==> src/cdh_config.svh <==
//--------------------------------------------------------------------------
// Build-time constants for the C&DH routing fabric
// Jumper count and bit positions, FP GPIO width and bit roles,
// debounce limit and counter width
//--------------------------------------------------------------------------
`ifndef CDH_CONFIG_SVH
`define CDH_CONFIG_SVH

// Board jumpers
`define N_JUMPERS           5

// Bit position of each jumper in the jumper vector
`define JMP_UMBILICAL       0
`define JMP_FLASH           1
`define JMP_BYPASS          2
`define JMP_DEBUG           3
`define JMP_CONSOLE         4

// FP GPIO output word
`define LEON_GPIO_W         14
`define GPIO_PAYLOAD_PWR    0
`define GPIO_PAYLOAD_UART   1

// Stable cycles before a jumper change is accepted
// Short value for simulation, hardware uses a much longer window
`define DB_LIMIT_DEFAULT    16
`define DB_CNT_W            5

`endif

==> src/cdh_pkg.sv <==
//--------------------------------------------------------------------------
// Shared vector types for the C&DH routing fabric
// Jumper vector, FP GPIO word, debounce counter value
//--------------------------------------------------------------------------
`include "cdh_config.svh"

package cdh_pkg;

	//----------------------------------------------------------------------
	// Board-level vectors
	//----------------------------------------------------------------------

	// One bit per jumper, indexed by the JMP_* positions
	typedef logic [`N_JUMPERS-1:0] jumper_vec_t;

	// FP GPIO output word
	// Bit 0 payload power, bit 1 payload UART enable
	typedef logic [`LEON_GPIO_W-1:0] gpio_word_t;

	//----------------------------------------------------------------------
	// Debounce
	//----------------------------------------------------------------------

	// Per-jumper stability count, saturates at the limit
	typedef logic [`DB_CNT_W-1:0] db_count_t;

endpackage

==> src/cdh_fabric_top.sv <==
//--------------------------------------------------------------------------
// C&DH signal-routing fabric, top level
// Jumper conditioning feeding the UART routing stage,
// configuration flash arbiter alongside
//--------------------------------------------------------------------------
`timescale 1ns/1ps

module cdh_fabric_top
	import cdh_pkg::*;
(
	input  logic        dco_clk,
	input  logic        dco_rst,

	// Jumpers, raw in and debounced out to the MCU
	input  jumper_vec_t jumper_i,
	output jumper_vec_t jumper_mcu_o,

	// FP GPIO word
	input  gpio_word_t  gpio_i,

	// Processor UART TX
	input  logic        mcu_console_txd_i,
	input  logic        mcu_dbg_txd_i,
	input  logic        mcu_app_txd_i,
	input  logic        fp_console_txd_i,
	input  logic        fp_dbg_txd_i,
	input  logic        fp_radio_txd_i,
	input  logic        fp_payload_txd_i,

	// Connector UART RX
	input  logic        ext_console_rxd_i,
	input  logic        ext_dbg_rxd_i,
	input  logic        umb_rxd_i,
	input  logic        payload_rxd_i,

	// Connector side outputs
	output logic        ext_console_txd_o,
	output logic        ext_dbg_txd_o,
	output logic        umb_txd_o,
	output logic        payload_txd_o,
	output logic        payload_pwr_o,

	// MCU side outputs
	output logic        mcu_console_rxd_o,
	output logic        mcu_dbg_rxd_o,
	output logic        mcu_dbg_en_o,
	output logic        mcu_app_rxd_o,

	// FP side outputs
	output logic        fp_console_rxd_o,
	output logic        fp_dbg_rxd_o,
	output logic        fp_radio_rxd_o,
	output logic        fp_payload_rxd_o,

	// Configuration flash masters and pins
	input  logic        mcu_sck_i,
	input  logic        mcu_csn_i,
	input  logic        mcu_mosi_i,
	input  logic        fp_sck_i,
	input  logic        fp_csn_i,
	input  logic        fp_mosi_i,
	input  logic        flash_miso_i,
	output logic        mcu_miso_o,
	output logic        fp_miso_o,
	output logic        flash_sck_o,
	output logic        flash_csn_o,
	output logic        flash_mosi_o
);

	// Conditioned jumpers, shared by routing and MCU
	jumper_vec_t jumper_db;

	assign jumper_mcu_o = jumper_db;

	//----------------------------------------------------------------------
	// Stage 1, jumper conditioning
	//----------------------------------------------------------------------

	jumper_debounce u_jumper_debounce
	(
		.dco_clk      (dco_clk),
		.dco_rst      (dco_rst),
		.jumper_raw_i (jumper_i),
		.jumper_db_o  (jumper_db)
	);

	//----------------------------------------------------------------------
	// Stage 2, UART routing
	//----------------------------------------------------------------------

	uart_route u_uart_route
	(
		.sel_i             (jumper_db),
		.gpio_i            (gpio_i),
		.mcu_console_txd_i (mcu_console_txd_i),
		.mcu_dbg_txd_i     (mcu_dbg_txd_i),
		.mcu_app_txd_i     (mcu_app_txd_i),
		.fp_console_txd_i  (fp_console_txd_i),
		.fp_dbg_txd_i      (fp_dbg_txd_i),
		.fp_radio_txd_i    (fp_radio_txd_i),
		.fp_payload_txd_i  (fp_payload_txd_i),
		.ext_console_rxd_i (ext_console_rxd_i),
		.ext_dbg_rxd_i     (ext_dbg_rxd_i),
		.umb_rxd_i         (umb_rxd_i),
		.payload_rxd_i     (payload_rxd_i),
		.ext_console_txd_o (ext_console_txd_o),
		.ext_dbg_txd_o     (ext_dbg_txd_o),
		.umb_txd_o         (umb_txd_o),
		.payload_txd_o     (payload_txd_o),
		.payload_pwr_o     (payload_pwr_o),
		.mcu_console_rxd_o (mcu_console_rxd_o),
		.mcu_dbg_rxd_o     (mcu_dbg_rxd_o),
		.mcu_dbg_en_o      (mcu_dbg_en_o),
		.mcu_app_rxd_o     (mcu_app_rxd_o),
		.fp_console_rxd_o  (fp_console_rxd_o),
		.fp_dbg_rxd_o      (fp_dbg_rxd_o),
		.fp_radio_rxd_o    (fp_radio_rxd_o),
		.fp_payload_rxd_o  (fp_payload_rxd_o)
	);

	//----------------------------------------------------------------------
	// Configuration flash, beside the routing stage
	//----------------------------------------------------------------------

	conflash_arbiter u_conflash_arbiter
	(
		.mcu_sck_i    (mcu_sck_i),
		.mcu_csn_i    (mcu_csn_i),
		.mcu_mosi_i   (mcu_mosi_i),
		.fp_sck_i     (fp_sck_i),
		.fp_csn_i     (fp_csn_i),
		.fp_mosi_i    (fp_mosi_i),
		.flash_miso_i (flash_miso_i),
		.mcu_miso_o   (mcu_miso_o),
		.fp_miso_o    (fp_miso_o),
		.flash_sck_o  (flash_sck_o),
		.flash_csn_o  (flash_csn_o),
		.flash_mosi_o (flash_mosi_o)
	);

endmodule

==> src/conflash_arbiter.sv <==
//--------------------------------------------------------------------------
// Configuration SPI flash sharing
// MCU wins whenever its chip select is low, FP otherwise
//--------------------------------------------------------------------------
`timescale 1ns/1ps

module conflash_arbiter
(
	// MCU flash master
	input  logic mcu_sck_i,
	input  logic mcu_csn_i,
	input  logic mcu_mosi_i,

	// FP flash master
	input  logic fp_sck_i,
	input  logic fp_csn_i,
	input  logic fp_mosi_i,

	// Flash data out
	input  logic flash_miso_i,

	// MISO back to each master
	output logic mcu_miso_o,
	output logic fp_miso_o,

	// Flash pins
	output logic flash_sck_o,
	output logic flash_csn_o,
	output logic flash_mosi_o
);

	// MCU owns the flash while its select is asserted
	logic mcu_owns;

	assign mcu_owns = ~mcu_csn_i;

	//----------------------------------------------------------------------
	// Pin mux
	//----------------------------------------------------------------------

	// Select low toward the pin when MCU owns it
	assign flash_sck_o  = mcu_owns ? mcu_sck_i  : fp_sck_i;
	assign flash_csn_o  = mcu_owns ? mcu_csn_i  : fp_csn_i;
	assign flash_mosi_o = mcu_owns ? mcu_mosi_i : fp_mosi_i;

	// Only the owner hears the flash
	assign mcu_miso_o = mcu_owns ? flash_miso_i : 1'b0;
	assign fp_miso_o  = mcu_owns ? 1'b0 : flash_miso_i;

endmodule

==> src/jumper_debounce.sv <==
//--------------------------------------------------------------------------
// Jumper conditioning stage
// Two-flop synchronizer per jumper, stability counter per jumper,
// debounced jumper register
//--------------------------------------------------------------------------
`timescale 1ns/1ps

`include "cdh_config.svh"

module jumper_debounce
	import cdh_pkg::*;
#(
	parameter int N        = `N_JUMPERS,
	parameter int DB_LIMIT = `DB_LIMIT_DEFAULT
)
(
	input  logic        dco_clk,
	input  logic        dco_rst,

	// Raw jumper pins, asynchronous to dco_clk
	input  jumper_vec_t jumper_raw_i,

	// Conditioned jumper levels
	output jumper_vec_t jumper_db_o
);

	// Count value at which a bit is taken over
	localparam db_count_t DB_CNT = db_count_t'(DB_LIMIT);

	//----------------------------------------------------------------------
	// Synchronizer
	//----------------------------------------------------------------------

	// First and second metastability flops
	jumper_vec_t sync1_q;
	jumper_vec_t sync2_q;

	// Debounced value
	jumper_vec_t db_q;

	always_ff @(posedge dco_clk or posedge dco_rst)
	begin
		if (dco_rst)
		begin
			sync1_q <= '0;
			sync2_q <= '0;
		end
		else
		begin
			sync1_q <= jumper_raw_i;
			sync2_q <= sync1_q;
		end
	end

	//----------------------------------------------------------------------
	// Stability counters, one per jumper
	//----------------------------------------------------------------------

	for (genvar i = 0; i < N; i++)
	begin : g_bit
		db_count_t cnt_q;

		always_ff @(posedge dco_clk or posedge dco_rst)
		begin
			if (dco_rst)
			begin
				cnt_q   <= '0;
				db_q[i] <= 1'b0;
			end
			else
			begin
				// New level seen, this sample is the first stable one
				if (sync1_q[i] != sync2_q[i])
				begin
					cnt_q <= db_count_t'(1);
				end
				else if (cnt_q != DB_CNT)
				begin
					cnt_q <= cnt_q + db_count_t'(1);
				end

				// Held long enough, take it
				if (cnt_q == DB_CNT)
				begin
					db_q[i] <= sync2_q[i];
				end
			end
		end
	end

	assign jumper_db_o = db_q;

endmodule

==> src/uart_route.sv <==
//--------------------------------------------------------------------------
// Routing stage for all board UARTs
// Console and debug steering between MCU and FP, umbilical versus
// MCU radio link, payload UART gate and payload power
//--------------------------------------------------------------------------
`timescale 1ns/1ps

`include "cdh_config.svh"

module uart_route
	import cdh_pkg::*;
(
	// Debounced jumpers and FP GPIO word
	input  jumper_vec_t sel_i,
	input  gpio_word_t  gpio_i,

	// Transmit lines from the processors
	input  logic        mcu_console_txd_i,
	input  logic        mcu_dbg_txd_i,
	input  logic        mcu_app_txd_i,
	input  logic        fp_console_txd_i,
	input  logic        fp_dbg_txd_i,
	input  logic        fp_radio_txd_i,
	input  logic        fp_payload_txd_i,

	// Receive lines from the connectors
	input  logic        ext_console_rxd_i,
	input  logic        ext_dbg_rxd_i,
	input  logic        umb_rxd_i,
	input  logic        payload_rxd_i,

	// Connector side
	output logic        ext_console_txd_o,
	output logic        ext_dbg_txd_o,
	output logic        umb_txd_o,
	output logic        payload_txd_o,
	output logic        payload_pwr_o,

	// MCU side
	output logic        mcu_console_rxd_o,
	output logic        mcu_dbg_rxd_o,
	output logic        mcu_dbg_en_o,
	output logic        mcu_app_rxd_o,

	// FP side
	output logic        fp_console_rxd_o,
	output logic        fp_dbg_rxd_o,
	output logic        fp_radio_rxd_o,
	output logic        fp_payload_rxd_o
);

	// Select bits, high means the FP owns the link
	logic con_sel;
	logic dbg_sel;
	logic umb_sel;

	// Payload UART gate from FP GPIO
	logic pl_en;

	assign con_sel = sel_i[`JMP_CONSOLE];
	assign dbg_sel = sel_i[`JMP_DEBUG];
	assign umb_sel = sel_i[`JMP_UMBILICAL];
	assign pl_en   = gpio_i[`GPIO_PAYLOAD_UART];

	//----------------------------------------------------------------------
	// Console and debug, one external port shared by MCU and FP
	//----------------------------------------------------------------------

	// Unselected side sees a held-low RX
	assign ext_console_txd_o = con_sel ? fp_console_txd_i : mcu_console_txd_i;
	assign fp_console_rxd_o  = con_sel ? ext_console_rxd_i : 1'b0;
	assign mcu_console_rxd_o = con_sel ? 1'b0 : ext_console_rxd_i;

	assign ext_dbg_txd_o = dbg_sel ? fp_dbg_txd_i : mcu_dbg_txd_i;
	assign fp_dbg_rxd_o  = dbg_sel ? ext_dbg_rxd_i : 1'b0;
	assign mcu_dbg_rxd_o = dbg_sel ? 1'b0 : ext_dbg_rxd_i;

	// MCU debug interface only active while it owns the port
	assign mcu_dbg_en_o = ~dbg_sel;

	//----------------------------------------------------------------------
	// FP command/telemetry link
	//----------------------------------------------------------------------

	// Umbilical mode: FP talks to the header, MCU app UART idle low
	// Radio mode: FP and MCU cross-connected, header TX idles high
	assign umb_txd_o      = umb_sel ? fp_radio_txd_i : 1'b1;
	assign fp_radio_rxd_o = umb_sel ? umb_rxd_i : mcu_app_txd_i;
	assign mcu_app_rxd_o  = umb_sel ? 1'b0 : fp_radio_txd_i;

	//----------------------------------------------------------------------
	// Payload
	//----------------------------------------------------------------------

	// Gated off: line idles high toward the payload
	assign payload_txd_o    = pl_en ? fp_payload_txd_i : 1'b1;
	assign fp_payload_rxd_o = pl_en ? payload_rxd_i : 1'b0;

	// Power switch straight from GPIO
	assign payload_pwr_o = gpio_i[`GPIO_PAYLOAD_PWR];

endmodule

==> config.mk <==
export PLATFORM = sky130hd
export DESIGN_NAME = cdh_fabric_top
export DESIGN_NICKNAME = d
export VERILOG_FILES = /design/src/cdh_pkg.sv /design/src/cdh_fabric_top.sv /design/src/conflash_arbiter.sv /design/src/jumper_debounce.sv /design/src/uart_route.sv
export VERILOG_INCLUDE_DIRS = /design/src /design/src/src
export SDC_FILE = /design/constraint.sdc
export NUM_CORES = 1
export LEC_CHECK = 0
export BUFFER_PORTS_ARGS = -buffer_cell sky130_fd_sc_hd__buf_2
export CORE_AREA = 2 2 77 79
export DETAILED_ROUTE_END_ITERATION = 10
export DIE_AREA = 0 0 79 81
export SLEW_MARGIN = 20
export SYNTH_ARGS = -nofsm -noshare
export SYNTH_HDL_FRONTEND = slang
export SYNTH_SLANG_ARGS = --single-unit
export TNS_END_PERCENT = 1
==> constraint.sdc <==
create_clock -name dco_clk -period 1.43 [get_ports dco_clk]
set_input_delay 0.0715 -clock dco_clk [delete_from_list [all_inputs] [get_ports dco_clk]]
set_output_delay 0.0715 -clock dco_clk [all_outputs]
set_load 0.02 [all_outputs]
Word level (Yosys, flattened, before mapping)

Cells that the tools add are included.

Memories: 0
Output and inout port bits: 23
Register bits: 40
ROM bits: 0
Latch bits: 0
RAM bits: 0

Reductions and logical operators: 5
Shifts and indexed selects: 0
Multiply operators: 0
Divide/modulo/power cells: 0
$add $sub $neg: 5
Mux-type cells: 26
Bitwise operators: 1
Equality and inequality tests: 15
$lt $le $gt $ge: 0

Operators by type and width:

| operator            | number |
|---|---|
| $mux 5              | 10 |
| $add 5x1->5 const B | 5 |
| $eq 5x5->1 const B  | 5 |
| $ne 5x5->1 const B  | 5 |
| $mux 1              | 16 |
| $reduce_bool 2->1   | 5 |
| $ne 1x1->1          | 5 |
| $not 1->1           | 1 |

Depth between registers and ports, before layout

Depth in word-level cells: 3
Depth in mapped cells: 5

Modules after synthesis

A second synthesis with hierarchy kept.

Cell total of the unflattened synthesis: 154
Area, all modules: 1900.6 um^2

Modules (own cells, without submodules):

| module           | cells an instance | times used | seq. area each (um^2) | area an instance (um^2) |
|---|---|---|---|---|
| jumper_debounce  | 136               | 1          | 1001.0                | 1744.2 |
| uart_route       | 13                | 1          | 0.0                   | 110.1 |
| conflash_arbiter | 5                 | 1          | 0.0                   | 46.3 |

Worst setup path after synthesis

Ideal clock, no wire load.

Kind: register -> register
Start: reg u_jumper_debounce.g_bit[0].cnt_q[0]
End: reg u_jumper_debounce.db_q[0] (netlist: u_jumper_debounce.jumper_db_o[0])
Arrival time: 1.179 ns
Buffers on the path: 0
Path slack: 0.126 ns
Period minus slack after synthesis: 1.304 ns
Cell stages (with the launch flop): 5
Cell sequence: dfrtp_1 inv_1 ha_1 and4bb_4 mux2_2

Longest elaborated chain between the ends: 1

Ends and longest elaborated chain:

| what                          | RTL line              | RTL |
|---|---|---|
| start, declared               | jumper_debounce.sv:61 | `db_count_t cnt_q;` |
| start signal, assigned        | jumper_debounce.sv:75 | `cnt_q <= db_count_t'(1);` |
| start signal, assigned        | jumper_debounce.sv:79 | `cnt_q <= cnt_q + db_count_t'(1);` |
| $eq 5x5->1                    | jumper_debounce.sv:83 | `if (cnt_q == DB_CNT)` |
| end signal, assigned by index | jumper_debounce.sv:85 | `db_q[i] <= sync2_q[i];` |
| end, declared                 | jumper_debounce.sv:39 | `jumper_vec_t db_q;` |

Every way passes these cells.
A chain may end at the register's enable or synchronous reset.

Final worst setup path

Start: reg u_jumper_debounce.g_bit[4].cnt_q[0]
End: reg u_jumper_debounce.db_q[4] (netlist: u_jumper_debounce.jumper_db_o[4])

Longest elaborated chain between the ends: 1

Ends and longest elaborated chain:

| what                   | RTL line |
|---|---|
| start, declared        | jumper_debounce.sv:61 |
| start signal, assigned | jumper_debounce.sv:75 |
| start signal, assigned | jumper_debounce.sv:79 |
| $eq 5x5->1             | jumper_debounce.sv:83 |

Every way passes these cells.

==> impl_metrics.ini <==
[status]
status = completed

[cts]
worstSkewPairLatency_ns = 0.29
post_cts.repair.setup_buffers = 0
cts.sinks = 40
cts_tree = done
cts-buffers-inserted = 5
cts.root.buffer_cell = clkbuf_8
cts.htree.levels = 2
clk_pin_slew_ns = 0.07
clockBufferDepth = 2

[min_path]
hp-start = gpio_i[0]
hold_depth = 0
worst_hold_path.endpoint = payload_pwr_o
min_path_type = input port to output port

[synth]
ys_seq_elements = 40
syn_avg_cell_area_sq_um = 12.1
yosysSeqAreaShare_pct = 53.3
synth_most_common_cell = dfrtp_1
synth_edf_count = 0
ys.flop_type = dfrtp_1
synth_top_area_share_pct = 53.3
synth_area_leader_cell = dfrtp_1
postSynthCellCount = 155
synth_cell_types = 18
syn_area_sq_um = 1880
synth_warnings = 0
async_reset_ff_share_pct = 100
syn_nets = 204
synth.area.top_cells = dfrtp_1, xor2_1, ha_1, xnor2_1, and4bb_4
ys_top_cells_by_count = dfrtp_1, nor2_1, xor2_1

[floorplanning]
die_w_microns = 79
pin_count = 62
initial_utilization_pct = 33.1
design.core.area_sq_um = 5680
die_y_microns = 81
fp.dieArea_sq_um = 6400
fp-row-count = 28

[routing]
wl_per_cell_microns = 10.1
drtIter0Drc = 36
drtAntennaViolNets = 0
drt-vias-per-instance = 4.18
vias = 1220
wirelength_microns = 2940
drt_first_pass_iters = 4
drc_errors = 0

[setup_path]
crit_buf_inv = 1
cp-start-kind = register
reg2reg_to = u_jumper_debounce.jumper_db_o[4]$_DFFE_PP0N_
rr_worst_depth = 4
crit_fanout = 4
critical_path_required_ns = 1.61
critPathTopFamily = flip-flops
path_class = register to register
r2r-start = u_jumper_debounce.g_bit[4].cnt_q[0]$_DFFE_PP0P_
crit_path_end_kind = register
slowest_stage = dfrtp_1
slowest_delay_ns = 0.42
reg2reg_slack_ns = 0.08
path_cells = inv_2 -> ha_1 -> and4bb_4 -> mux2_2
crit_arrival_ns = 1.53

[timing]
slew_violations = 0
final-setup-viol-count = 0
max_freq_mhz = 741
slew_headroom_pct = 67.7
fin_skew_ns = 0.00535
tns_ns = 0
worstMarginPinSlew_ns = 0.484
min_period_ns = 1.35
final-hold-violation-count = 0
finalCritPeriodShare_pct = 94.4
grt_setup_unrepaired = no

[final_layout]
drive_above_1_share_pct = 32.7
layoutNonFillerInstCount = 292
syn_to_final_growth_pct = 25.9
diodes = 0
layout.nets = 265

[job]
drv_cap = 0

[global_routing]
grt_usage_pct = 10.3
grt_pass1_vias = 1246
overflow = 0
grt_pass1_wl_microns = 5200
grt_max_degree = 41
antenna_found_initial = 0

[pwr]
pwr-share-seq_pct = 52.3
clkPwrFrac_pct = 29.1
power.density_nw_per_um2 = 1110
p_comb_share_pct = 18.7
swShare_pct = 27.4
power_switching_uw = 717
vdd.ir_drop.worst_mv = 0.885
intPower_uw = 1900
p_leak_uw = 0.00114

[placed_design]
portBuffers = 47
dpl.hpwl_microns = 2070
place_inst = 278
place_congestion = 0.728
## kinds of logic after synthesis
kind of cell / after synthesis / share of synthesized area [%]
adder cells (fa/ha/maj): 10 / 6.66
XOR/XNOR: 25 / 11.7
flip-flops: 40 / 53.3
buffers and inverters: 13 / 2.80
multiplexers: 14 / 8.46
AO/OA/AOI/OAI: 1 / 0.266
AND/OR/NAND/NOR: 52 / 16.9
## worst max-delay path by stage
stage | from | to | slack, ns | depth (start not counted)
after floorplan | u_jumper_debounce.g_bit[0].cnt_q[0]$_DFFE_PP0P_ | u_jumper_debounce.jumper_db_o[0]$_DFFE_PP0N_ | 0.13 | 4
after global placement | u_jumper_debounce.g_bit[4].cnt_q[0]$_DFFE_PP0P_ | u_jumper_debounce.jumper_db_o[4]$_DFFE_PP0N_ | 0.08 | 4
after detailed placement | u_jumper_debounce.g_bit[0].cnt_q[0]$_DFFE_PP0P_ | u_jumper_debounce.jumper_db_o[0]$_DFFE_PP0N_ | 0.07 | 4
after CTS | u_jumper_debounce.g_bit[0].cnt_q[0]$_DFFE_PP0P_ | u_jumper_debounce.jumper_db_o[0]$_DFFE_PP0N_ | 0.06 | 4
after global routing | u_jumper_debounce.g_bit[4].cnt_q[0]$_DFFE_PP0P_ | u_jumper_debounce.jumper_db_o[4]$_DFFE_PP0N_ | 0.01 | 4
final | u_jumper_debounce.g_bit[4].cnt_q[0]$_DFFE_PP0P_ | u_jumper_debounce.jumper_db_o[4]$_DFFE_PP0N_ | 0.08 | 4
## per-stage QoR
step / hold WS (ns) / worst slack (ns) / area [sq um] / util [%] / total power (uW)
2_1_floorplan: 0.103 / 0.126 / 1880 / - / 1730
3_5_place_dp: 0.143 / 0.0707 / 2210 / 39.0 / 1870
3_3_place_gp: 0.143 / 0.0797 / 2210 / 39.0 / 1860
6_report: 0.143 / 0.0801 / 2360 / 41.7 / 2620
5_1_grt: 0.143 / 0.0132 / 2360 / 41.7 / 2790
4_1_cts: 0.143 / 0.0603 / 2360 / 41.7 / 2660
## layout by cell type, fill, tap and decap left out
| cell type | count |
|---|---|
| nor2_1 | 15 |
| clkbuf_1 | 2 |
| nand2b_1 | 7 |
| nand2_1 | 1 |
| dfrtp_1 | 40 |
| nor3_1 | 5 |
| mux2i_1 | 5 |
| nand3_1 | 10 |
| xor2_1 | 15 |
| inv_2 | 2 |
| ha_1 | 10 |
| buf_4 | 2 |
| mux2_2 | 7 |
| and4bb_4 | 5 |
| and2_1 | 5 |
| inv_1 | 10 |
| buf_2 | 47 |
| dlygate4sd3_1 | 6 |
| xnor2_1 | 10 |
| o21ai_0 | 1 |
| clkbuf_8 | 6 |
| mux2_4 | 2 |
| nor2b_1 | 4 |
## repair_timing
item | 4_1_cts | 5_1_grt
hold buffers | 6 | 0
setup endpoints to repair | 0 | 2
endpoints found under the hold margin | 45 | 0
gates resized for setup | 0 | 2
## worst reg2reg max path, cell delays in order, from the launching register on
cell	delay (ns)
dfrtp_1	0.42
inv_2	0.08
ha_1	0.14
and4bb_4	0.27
mux2_2	0.33
## layer usage
layer  track usage [%]  routed length, microns
met5                 0                       0
met4              4.66                      44
met3              3.00                     183
met2              17.2                    1310
met1              12.5                    1400
## power by group through the flow
stage / sequential (uW) / clock (uW) / combinational, uW
floorplan: 1370 / 0 / 361
global placement: 1380 / 0 / 473
detailed placement: 1390 / 0 / 481
CTS: 1370 / 790 / 500
global route: 1390 / 836 / 564
finish: 1370 / 761 / 489
## state kept, by name, indices dropped and copies added (netlist names)
register / flops
u_jumper_debounce.g_bit.cnt_q: 25
u_jumper_debounce.jumper_db_o: 5
u_jumper_debounce.sync1_q: 5
u_jumper_debounce.sync2_q: 5
## final cells by class
type / count / area [sq um]
well taps: 75 / 93.8
fillers: 559 / 3310
clock buffers: 8 / 90.1
inverters: 12 / 45.0
flip-flops and latches: 40 / 1000
multi-input cells: 102 / 825
repair buffers: 55 / 310
No activity file was read; power rests on OpenSTA's default activity.
